## src/design/cpuPkg.sv

```systemverilog
`default_nettype none

package cpuPkg;

   // Data and address width of the whole machine
   localparam int DataWidth = 8;

   // General register count, addressed by two bits
   localparam int RegCount = 4;

   // Program counter after reset
   localparam logic [DataWidth-1:0] ResetPc = 8'h00;

   // Upper six bits of the opcode byte
   // Low two bits of the opcode byte select rd
   typedef enum logic [5:0] {
      NOP  = 6'd0,
      ADD  = 6'd1,
      ADC  = 6'd2,
      SUB  = 6'd3,
      AND  = 6'd4,
      OR   = 6'd5,
      XOR  = 6'd6,
      ADDI = 6'd7,
      ADCI = 6'd8,
      LDI  = 6'd9,
      ST   = 6'd10,
      JMP  = 6'd11,
      JZ   = 6'd12
   } opcodeT;

   // ALU operations
   typedef enum logic [2:0] {
      FnAdd  = 3'd0,
      FnAdc  = 3'd1,
      FnSub  = 3'd2,
      FnAnd  = 3'd3,
      FnOr   = 3'd4,
      FnXor  = 3'd5,
      FnPass = 3'd6
   } aluFunctionT;

   // Next PC source
   typedef enum logic {
      PcIncrement = 1'b0,
      PcOperand   = 1'b1
   } pcSelectT;

   // Register write-back source
   typedef enum logic {
      WdAlu     = 1'b0,
      WdOperand = 1'b1
   } wdSelectT;

   // Control steps, StoreData only follows ST
   typedef enum logic [2:0] {
      FetchAddr  = 3'd0,
      FetchGet   = 3'd1,
      DecodeAddr = 3'd2,
      DecodeGet  = 3'd3,
      Execute    = 3'd4,
      StoreData  = 3'd5
   } cpuStateT;

endpackage

`default_nettype wire

```

## src/design/ctrlBus.sv

```systemverilog
`timescale 1ns/1ps
`default_nettype none

interface ctrlBus;

   // ALU function for the execute step
   cpuPkg::aluFunctionT AluOp;
   // Second ALU operand, 0 picks rs, 1 picks the operand byte
   logic                Op2Sel;
   // Register file write
   logic                RegWe;
   // PC update and its source
   logic                PcEn;
   cpuPkg::pcSelectT    PcSel;
   // Instruction and operand byte capture
   logic                IrWe;
   logic                OprWe;
   // Carry and zero update
   logic                FlagWe;
   // Write-back source
   cpuPkg::wdSelectT    WdSel;
   // Bus address, 0 for the PC, 1 for the operand byte
   logic                AddrSel;

   modport control (
      output AluOp, Op2Sel, RegWe, PcEn, PcSel, IrWe, OprWe, FlagWe, WdSel, AddrSel
   );

   modport datapath (
      input AluOp, Op2Sel, RegWe, PcEn, PcSel, IrWe, OprWe, FlagWe, WdSel, AddrSel
   );

endinterface

`default_nettype wire

```

## src/design/aluUnit.sv

```systemverilog
`timescale 1ns/1ps
`default_nettype none

module aluUnit (
   input  cpuPkg::aluFunctionT AluOp,
   input  logic [7:0]          A,
   input  logic [7:0]          B,
   input  logic                CarryIn,
   output logic [7:0]          Result,
   output logic                CarryOut,
   output logic                ZeroOut
);

   // One bit wider to catch the carry
   logic [cpuPkg::DataWidth:0] sum;

   always_comb begin
      sum      = '0;
      Result   = B;
      CarryOut = 1'b0;

      case (AluOp)
         cpuPkg::FnAdd: begin
            sum      = {1'b0, A} + {1'b0, B};
            Result   = sum[7:0];
            CarryOut = sum[8];
         end
         cpuPkg::FnAdc: begin
            // Carry flag feeds the low bit
            sum      = {1'b0, A} + {1'b0, B} + {8'h00, CarryIn};
            Result   = sum[7:0];
            CarryOut = sum[8];
         end
         cpuPkg::FnSub: begin
            // A + ~B + 1, carry out high when no borrow
            sum      = {1'b0, A} + {1'b0, ~B} + 9'd1;
            Result   = sum[7:0];
            CarryOut = sum[8];
         end
         // Logic ops leave carry clear
         cpuPkg::FnAnd: begin
            Result = A & B;
         end
         cpuPkg::FnOr: begin
            Result = A | B;
         end
         cpuPkg::FnXor: begin
            Result = A ^ B;
         end
         // Pass B through
         default: begin
            Result = B;
         end
      endcase
   end

   // Zero flag source
   assign ZeroOut = (Result == 8'h00);

endmodule

`default_nettype wire

```

## src/design/controlUnit.sv

```systemverilog
`timescale 1ns/1ps
`default_nettype none

module controlUnit (
   input  logic           Clock,
   input  logic           nReset,
   input  logic [7:0]     OpCode,
   input  logic           Zero,
   ctrlBus.control        ctrl,
   output logic           Ale,
   output logic           Enb,
   output logic           Rw
);

   cpuPkg::cpuStateT state;
   cpuPkg::cpuStateT nextState;
   cpuPkg::opcodeT   opcode;

   // Instruction class from the top six bits
   assign opcode = cpuPkg::opcodeT'(OpCode[7:2]);

   // Reset parks in Execute with the IR holding NOP
   // so the first edge after release enters FetchAddr
   always_ff @(posedge Clock or negedge nReset) begin
      if (!nReset) begin
         state <= cpuPkg::Execute;
      end else begin
         state <= nextState;
      end
   end

   // Fixed step order, ST adds one data cycle
   always_comb begin
      case (state)
         cpuPkg::FetchAddr:  nextState = cpuPkg::FetchGet;
         cpuPkg::FetchGet:   nextState = cpuPkg::DecodeAddr;
         cpuPkg::DecodeAddr: nextState = cpuPkg::DecodeGet;
         cpuPkg::DecodeGet:  nextState = cpuPkg::Execute;
         cpuPkg::Execute: begin
            if (opcode == cpuPkg::ST) begin
               nextState = cpuPkg::StoreData;
            end else begin
               nextState = cpuPkg::FetchAddr;
            end
         end
         default:            nextState = cpuPkg::FetchAddr;
      endcase
   end

   // Strobes and datapath controls
   always_comb begin
      // Idle values, reads by default
      Ale          = 1'b0;
      Enb          = 1'b0;
      Rw           = 1'b1;
      ctrl.AluOp   = cpuPkg::FnPass;
      ctrl.Op2Sel  = 1'b0;
      ctrl.RegWe   = 1'b0;
      ctrl.PcEn    = 1'b0;
      ctrl.PcSel   = cpuPkg::PcIncrement;
      ctrl.IrWe    = 1'b0;
      ctrl.OprWe   = 1'b0;
      ctrl.FlagWe  = 1'b0;
      ctrl.WdSel   = cpuPkg::WdAlu;
      ctrl.AddrSel = 1'b0;

      case (state)
         // Opcode address from PC
         cpuPkg::FetchAddr: begin
            Ale = 1'b1;
         end
         // Opcode byte into IR, step PC
         cpuPkg::FetchGet: begin
            Enb       = 1'b1;
            ctrl.IrWe = 1'b1;
            ctrl.PcEn = 1'b1;
         end
         // Operand address from PC
         cpuPkg::DecodeAddr: begin
            Ale = 1'b1;
         end
         // Operand byte in, step PC again
         cpuPkg::DecodeGet: begin
            Enb        = 1'b1;
            ctrl.OprWe = 1'b1;
            ctrl.PcEn  = 1'b1;
         end
         cpuPkg::Execute: begin
            case (opcode)
               cpuPkg::ADD, cpuPkg::ADC, cpuPkg::SUB,
               cpuPkg::AND, cpuPkg::OR, cpuPkg::XOR: begin
                  // Register to register ALU op
                  ctrl.RegWe  = 1'b1;
                  ctrl.FlagWe = 1'b1;
                  case (opcode)
                     cpuPkg::ADD: ctrl.AluOp = cpuPkg::FnAdd;
                     cpuPkg::ADC: ctrl.AluOp = cpuPkg::FnAdc;
                     cpuPkg::SUB: ctrl.AluOp = cpuPkg::FnSub;
                     cpuPkg::AND: ctrl.AluOp = cpuPkg::FnAnd;
                     cpuPkg::OR:  ctrl.AluOp = cpuPkg::FnOr;
                     default:     ctrl.AluOp = cpuPkg::FnXor;
                  endcase
               end
               cpuPkg::ADDI, cpuPkg::ADCI: begin
                  // Immediate goes in as operand B
                  ctrl.Op2Sel = 1'b1;
                  ctrl.RegWe  = 1'b1;
                  ctrl.FlagWe = 1'b1;
                  if (opcode == cpuPkg::ADCI) begin
                     ctrl.AluOp = cpuPkg::FnAdc;
                  end else begin
                     ctrl.AluOp = cpuPkg::FnAdd;
                  end
               end
               cpuPkg::LDI: begin
                  // Operand byte straight into rd, flags kept
                  ctrl.RegWe = 1'b1;
                  ctrl.WdSel = cpuPkg::WdOperand;
               end
               cpuPkg::ST: begin
                  // Store address phase
                  Ale          = 1'b1;
                  ctrl.AddrSel = 1'b1;
               end
               cpuPkg::JMP: begin
                  ctrl.PcEn  = 1'b1;
                  ctrl.PcSel = cpuPkg::PcOperand;
               end
               cpuPkg::JZ: begin
                  // Taken only on a zero result
                  ctrl.PcEn  = Zero;
                  ctrl.PcSel = cpuPkg::PcOperand;
               end
               default: begin
                  // NOP and unused codes do nothing
               end
            endcase
         end
         // Write data phase of ST
         cpuPkg::StoreData: begin
            Enb          = 1'b1;
            Rw           = 1'b0;
            ctrl.AddrSel = 1'b1;
         end
         default: begin
         end
      endcase
   end

endmodule

`default_nettype wire

```

## src/design/dataPath.sv

```systemverilog
`timescale 1ns/1ps
`default_nettype none

module dataPath (
   input  logic           Clock,
   input  logic           nReset,
   ctrlBus.datapath       ctrl,
   input  logic [7:0]     ReadData,
   output logic [7:0]     OpCode,
   output logic           Zero,
   output logic [7:0]     Address,
   output logic [7:0]     WriteData
);

   logic [cpuPkg::DataWidth-1:0] pc;
   logic [cpuPkg::DataWidth-1:0] ir;
   logic [cpuPkg::DataWidth-1:0] opr;
   logic [cpuPkg::DataWidth-1:0] regFile [cpuPkg::RegCount];
   logic                         carryFlag;
   logic                         zeroFlag;

   logic [1:0]                   rd;
   logic [1:0]                   rs;
   logic [cpuPkg::DataWidth-1:0] aluA;
   logic [cpuPkg::DataWidth-1:0] aluB;
   logic [cpuPkg::DataWidth-1:0] aluResult;
   logic                         aluCarry;
   logic                         aluZero;
   logic [cpuPkg::DataWidth-1:0] writeBack;

   // Destination in the opcode, source in the operand
   assign rd = ir[1:0];
   assign rs = opr[1:0];

   // Operand muxes
   assign aluA = regFile[rd];
   assign aluB = ctrl.Op2Sel ? opr : regFile[rs];

   aluUnit i_aluUnit (
      .AluOp    (ctrl.AluOp),
      .A        (aluA),
      .B        (aluB),
      .CarryIn  (carryFlag),
      .Result   (aluResult),
      .CarryOut (aluCarry),
      .ZeroOut  (aluZero)
   );

   // Write-back source
   assign writeBack = (ctrl.WdSel == cpuPkg::WdOperand) ? opr : aluResult;

   // PC and IR
   // IR clears to NOP so the parked reset step is harmless
   always_ff @(posedge Clock or negedge nReset) begin
      if (!nReset) begin
         pc <= cpuPkg::ResetPc;
         ir <= {cpuPkg::NOP, 2'b00};
      end else begin
         if (ctrl.PcEn) begin
            if (ctrl.PcSel == cpuPkg::PcOperand) begin
               pc <= opr;
            end else begin
               pc <= pc + 8'd1;
            end
         end
         if (ctrl.IrWe) begin
            ir <= ReadData;
         end
      end
   end

   // Carry and zero, updated by ALU ops only
   always_ff @(posedge Clock or negedge nReset) begin
      if (!nReset) begin
         carryFlag <= 1'b0;
         zeroFlag  <= 1'b0;
      end else if (ctrl.FlagWe) begin
         carryFlag <= aluCarry;
         zeroFlag  <= aluZero;
      end
   end

   // Operand byte and register file
   always_ff @(posedge Clock) begin
      if (ctrl.OprWe) begin
         opr <= ReadData;
      end
      if (ctrl.RegWe) begin
         regFile[rd] <= writeBack;
      end
   end

   // Bus address: PC for fetches, operand for ST
   assign Address   = ctrl.AddrSel ? opr : pc;
   // Store data always comes from rd
   assign WriteData = regFile[rd];

   assign OpCode = ir;
   assign Zero   = zeroFlag;

endmodule

`default_nettype wire

```

## src/design/cpuTop.sv

```systemverilog
`timescale 1ns/1ps
`default_nettype none

module cpuTop (
   input  logic       Clock,
   input  logic       nReset,
   input  logic [7:0] ReadData,
   output logic [7:0] Address,
   output logic [7:0] WriteData,
   output logic       Ale,
   output logic       Enb,
   output logic       Rw
);

   // Instruction byte and zero flag back to control
   logic [7:0] opCode;
   logic       zero;

   // Control to datapath signals
   ctrlBus ctrl ();

   // Sequencer and bus strobes
   controlUnit i_controlUnit (
      .Clock  (Clock),
      .nReset (nReset),
      .OpCode (opCode),
      .Zero   (zero),
      .ctrl   (ctrl.control),
      .Ale    (Ale),
      .Enb    (Enb),
      .Rw     (Rw)
   );

   // Registers, ALU and bus address and data
   dataPath i_dataPath (
      .Clock     (Clock),
      .nReset    (nReset),
      .ctrl      (ctrl.datapath),
      .ReadData  (ReadData),
      .OpCode    (opCode),
      .Zero      (zero),
      .Address   (Address),
      .WriteData (WriteData)
   );

endmodule

`default_nettype wire

```

## config.mk

```make
export PLATFORM = sky130hd
export DESIGN_NAME = cpuTop
export DESIGN_NICKNAME = d
export VERILOG_FILES = /design/src/design/cpuPkg.sv /design/src/design/ctrlBus.sv /design/src/design/aluUnit.sv /design/src/design/controlUnit.sv /design/src/design/dataPath.sv /design/src/design/cpuTop.sv
export SDC_FILE = /design/constraint.sdc
export NUM_CORES = 1
export LEC_CHECK = 0
export BUFFER_PORTS_ARGS = -buffer_cell sky130_fd_sc_hd__buf_4
export CORE_MARGIN = 2
export CORE_UTILIZATION = 45
export DETAILED_ROUTE_END_ITERATION = 7
export GPL_TIMING_DRIVEN = 0
export PLACE_DENSITY_LB_ADDON = 0.15
export RECOVER_POWER = 25
export SLEW_MARGIN = 10
export SYNTH_ARGS = -nofsm -noshare
export SYNTH_HDL_FRONTEND = slang
export SYNTH_SLANG_ARGS = --single-unit
```

## constraint.sdc

```tcl
create_clock -name Clock -period 14.6 [get_ports Clock]
set_clock_uncertainty 0.2 [all_clocks]
set_input_delay 3.65 -clock Clock [delete_from_list [all_inputs] [get_ports Clock]]
set_output_delay 3.65 -clock Clock [all_outputs]
set_load 0.005 [all_outputs]
```

==> Word level (Yosys, flattened, before mapping) <==
Memories as Yosys holds them, arrays and structs flattened. A register that Yosys moved wholly into a read port is not among the register bits.
Index checks and enable logic that the tools add are counted.
{ "totals": {"ramBits": 32, "wordCells": 83, "latch_bits": 0, "output_inout_bits": 19, "register_bits": 29, "memories": 1, "rom_bits": 0} }
{ "op_classes": {"shifts": 0, "multipliers": 0, "mux": 34, "n_addsub": 5, "eq_ne": 22, "order_cmp": 0, "div": 0, "reduce_logical": 11, "bitwise_logic": 4} }
{ "mem_list": {"columns": ["name", "depth", "word_bits", "read_ports", "rd_ports_with_merged_regs", "wr", "line", "text"], "rows": [
  ["i_dataPath.regFile", 4, 8, 2, 1, 1, "dataPath.sv:18", "logic [cpuPkg::DataWidth-1:0] regFile [cpuPkg::RegCount];"]
]} }
{ "ops": {"columns": ["cell", "count"], "rows": [
  ["8-bit one-hot mux with 6 select lines", 1],
  ["8-bit two-way mux", 4],
  ["6-bit by 4-bit == test with 1-bit output, second input constant", 5],
  ["3-bit one-hot mux with 5 select lines", 2],
  ["6-bit by 3-bit == test with 1-bit output, second input constant", 4],
  ["8-bit by 8-bit adder with 9-bit output", 2],
  ["1-bit two-way mux", 18],
  ["3-bit by 2-bit == test with 1-bit output, second input constant", 4],
  ["3-bit == test, second input constant", 4],
  ["6-bit by 2-bit == test with 1-bit output, second input constant", 2],
  ["9-bit by 1-bit adder with 9-bit output", 1],
  ["9-bit by 1-bit adder with 9-bit output, second input constant", 1],
  ["9-bit OR reduction", 1],
  ["8-bit by 1-bit adder with 8-bit output, second input constant", 1],
  ["8-bit AND", 1],
  ["8-bit logical NOT", 1],
  ["8-bit NOT", 1],
  ["8-bit OR", 1],
  ["1-bit one-hot mux with 2 select lines", 4],
  ["2-bit OR reduction", 4],
  ["8-bit OR reduction", 1],
  ["8-bit bitwise XOR", 1],
  ["3-bit by 1-bit == test with 1-bit output, second input constant", 2],
  ["6-bit by 1-bit == test with 1-bit output, second input constant", 1],
  ["7 further kinds", 9]
]} }

==> Logic depth before layout (Yosys ltp) <==
{ "logic_depth": {"depth_word": 10, "depth_mapped": 16} }

==> Cells and area by module <==
A second synthesis with hierarchy kept.
{ "unflattened": {"cells_unflattened": 463, "area_unflattened_um2": 4890.9} }
{ "by_module_without_submodules": {"columns": ["mod", "n_inst", "area_each_um2", "cells_per_inst"], "rows": [
  ["dataPath", 1, 2822.7, 170],
  ["aluUnit", 1, 1685.4, 240],
  ["controlUnit", 1, 382.9, 53]
]} }

==> Worst setup path after synthesis <==
OpenSTA, ideal clock, no wires.
{ "synth_path": {"path_kind": "flip-flop to output port", "from": "register i_controlUnit.state[2]", "to": "output Address[0]", "t_arrival_ns": 2.131, "setup_slack_ns": 8.619, "stages_incl_launch_ff": 7, "required_time_ns": 10.750, "cell_sequence": "dfstp_2 -> or3b_1 -> nor3_2 -> nand3_1 -> and2_1 -> clkbuf_1 -> mux2_2"} }
{ "synth_via": {"elab_chain_cells": 3} }
{ "synth_rtl": {"columns": ["element", "line", "text"], "rows": [
  ["start, declared", "controlUnit.sv:15", "cpuPkg::cpuStateT state;"],
  ["start signal, assigned", "controlUnit.sv:26", "state <= cpuPkg::Execute;"],
  ["start signal, assigned", "controlUnit.sv:28", "state <= nextState;"],
  ["3-bit == test", "controlUnit.sv:67", "case (state)"],
  ["1-bit one-hot mux with 2 select lines (*)", "controlUnit.sv:67", null],
  ["8-bit two-way mux (*)", "dataPath.sv:94", "assign Address = ctrl.AddrSel ? opr : pc;"],
  ["end, declared", "cpuTop.sv:8", "output logic [7:0] Address,"]
]} }
Every way passes the cells marked *; elsewhere a longest branch is shown, timed or not.

==> Final worst setup path <==
{ "layout_path": {"from": "register i_controlUnit.state[2]", "to": "output Address[1]"} }
The elaborated chain is that of the path after synthesis.

==> flow_summary.ini <==
[route]
drtAntennaViolNets = 0
vias_per_cell = 5.73
dr_total_vias = 3487
routed_wl_um = 11600
firstDrtPassIters = 4
drcViolationCount = 0
routedWlPerCell_um = 19.1
drt_iter0_drc = 158

[clock_network]
cts_tree = done
clk_path_buf_depth = 2
cts_setup_buffers = 0
cts_made_buffers = 9
clk_latency_ns = 0.34
cts.clk_slew.worst_paths_ns = 0.08
clock-sinks = 63
cts-htree-levels = 3
clock-root-buffer = clkbuf_8
cts_resized = 0
hold_buffers = 0

[floorplanning]
initial_utilization_pct = 46.6
rows = 36
dieArea_um2 = 11000
die_width_um = 105
fp.dieH_um = 105
io_pins = 29
core_region_area_um2 = 9820

[setup_path]
startpoint = i_controlUnit.state[2]
crit_fanout = 9
crit_type = flop to output port
arrival_ns = 3.42
start_kind = flop
slowest_delay_ns = 0.76
endpoint_kind = output port
r2r-start = i_dataPath.OpCode[2]
critPathSlowestCell = nor3_1
rrSetupSlack_ns = 9.20
crit_required_ns = 10.75
crit_path_cell_trace = or3b_1, nor3_1, nand3_1, and2_1, clkbuf_1, mux2_2, buf_4

[hold_path]
hp-start = i_dataPath.carryFlag
hold_class = flop to flop

[timing]
rsz0062_at_grt = false
hold_slack_ns = 0.312
slew_violations = 0
finalSetupViolCount = 0
fmax_mhz = 137
layout_min_cycle_time_ns = 7.27
finalSetupTns_ns = 0
hold_violations = 0
worstMarginPinSlew_ns = 1.38
slew_headroom_pct = 7.70
min_period_over_period_pct = 49.8

[power_and_ir_drop]
power_switching_uw = 559
p_clk_share_pct = 11.9
ir_drop_mv = 0.114
p_leak_nw = 2.03
p_sw_share_pct = 46.4
internal_power_uw = 645
pwr-share-seq_pct = 24.2
powerDensity_nw_per_um2 = 235
finalPower_mw = 1.20
comb_power_share_pct = 64.0

[global_routing]
antenna_found_initial = 0
grtUsageMet3_pct = 3.31
use_met1_pct = 31.7
grt_pass1_vias = 3441
met2_usage_pct = 34.1
grtUsageTotal_pct = 22.0
gr-total-overflow = 0
grt_max_degree = 22
grt_pass1_wl_um = 18600
grt_busiest_layer = met2

[yosys]
ys_ff_latch = 63
yosysSeqAreaShare_pct = 38.7
ys.flop_type = edfxtp_1
yosys.cell_types.count = 73
yosys_warnings = 0
synth_nets = 472
synth_edf_count = 40
synthesis.instances = 432
async_flop_share_pct = 33.3
syn_avg_cell_area_um2 = 10.6
syn-cell-area_um2 = 4570

[placement]
dpl.hpwl_um = 8830
numPortBuffers = 28
place_congestion = 0.900

[layout]
area_delta_synth_final_pct = 12.2
layout.nets = 511
nFillCells = 929
drive_gt1_share_pct = 20.4
antenna_cells = 0

[job]
drv_cap = 0

[outcome]
status = complete, no violations
-- registers in the layout, summed over array words and instances, names as in the netlist, named ones only --
register	cells
i_dataPath.Zero	1
i_dataPath.opr	8
i_dataPath.OpCode	8
i_dataPath.carryFlag	1
i_controlUnit.state	3
i_dataPath.regFile	32
i_dataPath.pc	8
-- logic make-up (layout without fill, tap and decap cells) --
logic type	after synthesis	in the layout	share of synthesized area [%]
buffers and inverters	52	96	4.54
adder cells (fa/ha/maj)	30	30	8.54
AND/OR/NAND/NOR	120	120	14.2
multiplexers	47	47	15.2
AO/OA/AOI/OAI	101	101	15.2
XOR/XNOR	19	19	3.64
flip-flops	63	63	38.7
-- Yosys cell counts (7+ instances only) --
cell type	n	area, um^2
dfrtp_1	20	500
mux2i_1	10	100
xnor2_1	12	105
inv_1	27	101
nor2_1	24	90.1
a21oi_1	28	140
clkbuf_1	16	60.1
ha_1	28	350
mux4_2	16	360
nand2b_1	7	43.8
o21ai_0	22	110
xor2_1	7	61.3
edfxtp_1	40	1200
nand3_1	18	90.1
mux2_2	21	236
and3_1	7	43.8
nand2_1	26	97.6
-- stage by stage --
stage,cell area [um^2],setup WS [ns],std cells,utilization (%)
detailed placement,4950,8.09,593,50.4
global route,5130,7.17,609,52.2
global placement,4950,8.09,593,50.4
finish,5130,7.33,609,52.2
floorplan,4570,8.62,432,-
CTS,5140,7.70,609,52.3
-- worst paths after layout --
check                                            to  cells past startpoint
setup / recovery                         Address[1]                      7
hold / removal                 i_dataPath.carryFlag                      2
setup reg to reg           i_dataPath.regFile[2][7]                     14
hold reg to reg                i_dataPath.carryFlag                      2
max in group asynchronous    i_controlUnit.state[2]                      1
min in group asynchronous    i_controlUnit.state[1]                      1
-- power groups by stage --
| stage | clock network, mW | logic (mW) | registers, mW |
|---|---|---|---|
| floorplan | 0 | 0.564 | 0.277 |
| global placement | 0 | 0.752 | 0.292 |
| global route | 0.156 | 0.852 | 0.297 |
| finish | 0.143 | 0.770 | 0.291 |
| detailed placement | 0 | 0.764 | 0.293 |
| CTS | 0.147 | 0.768 | 0.290 |
-- worst max-delay path, delay by kind of cell, from the launching register on --
kind | cells | cell delay, ns
mux | 1 | 0.35
buf+inv | 2 | 0.39
simple gates | 4 | 1.73
flops | 1 | 0.61
-- routing by layer --
metal	vias up	share of wire, %
met5	-	0
met4	0	1.3
met3	14	5.3
met2	90	47
met1	1686	46
li1	1697	-
-- layout make-up --
cell class / count / area (um^2) / area share, %
multi-input combinational: 317 / 2590 / 50.5
sequential: 63 / 1770 / 34.5
timing repair buffer: 28 / 210 / 4.10
clock buffer: 12 / 166 / 3.25
tap: 133 / 166 / 3.25
inverter: 29 / 109 / 2.12
buffer: 23 / 97.6 / 1.90
clock inverter: 4 / 18.8 / 0.366
-- cells in the final DEF, fill, tap and decap left out, types with 20 or more instances in the layout --
cell      synthesis  final
a21oi_1          28     28
buf_4             0     28
dfrtp_1          20     20
edfxtp_1         40     40
ha_1             28     28
inv_1            27     27
mux2_2           21     21
nand2_1          26     26
nor2_1           24     24
o21ai_0          22     22
(Power assumes the default switching activity.)
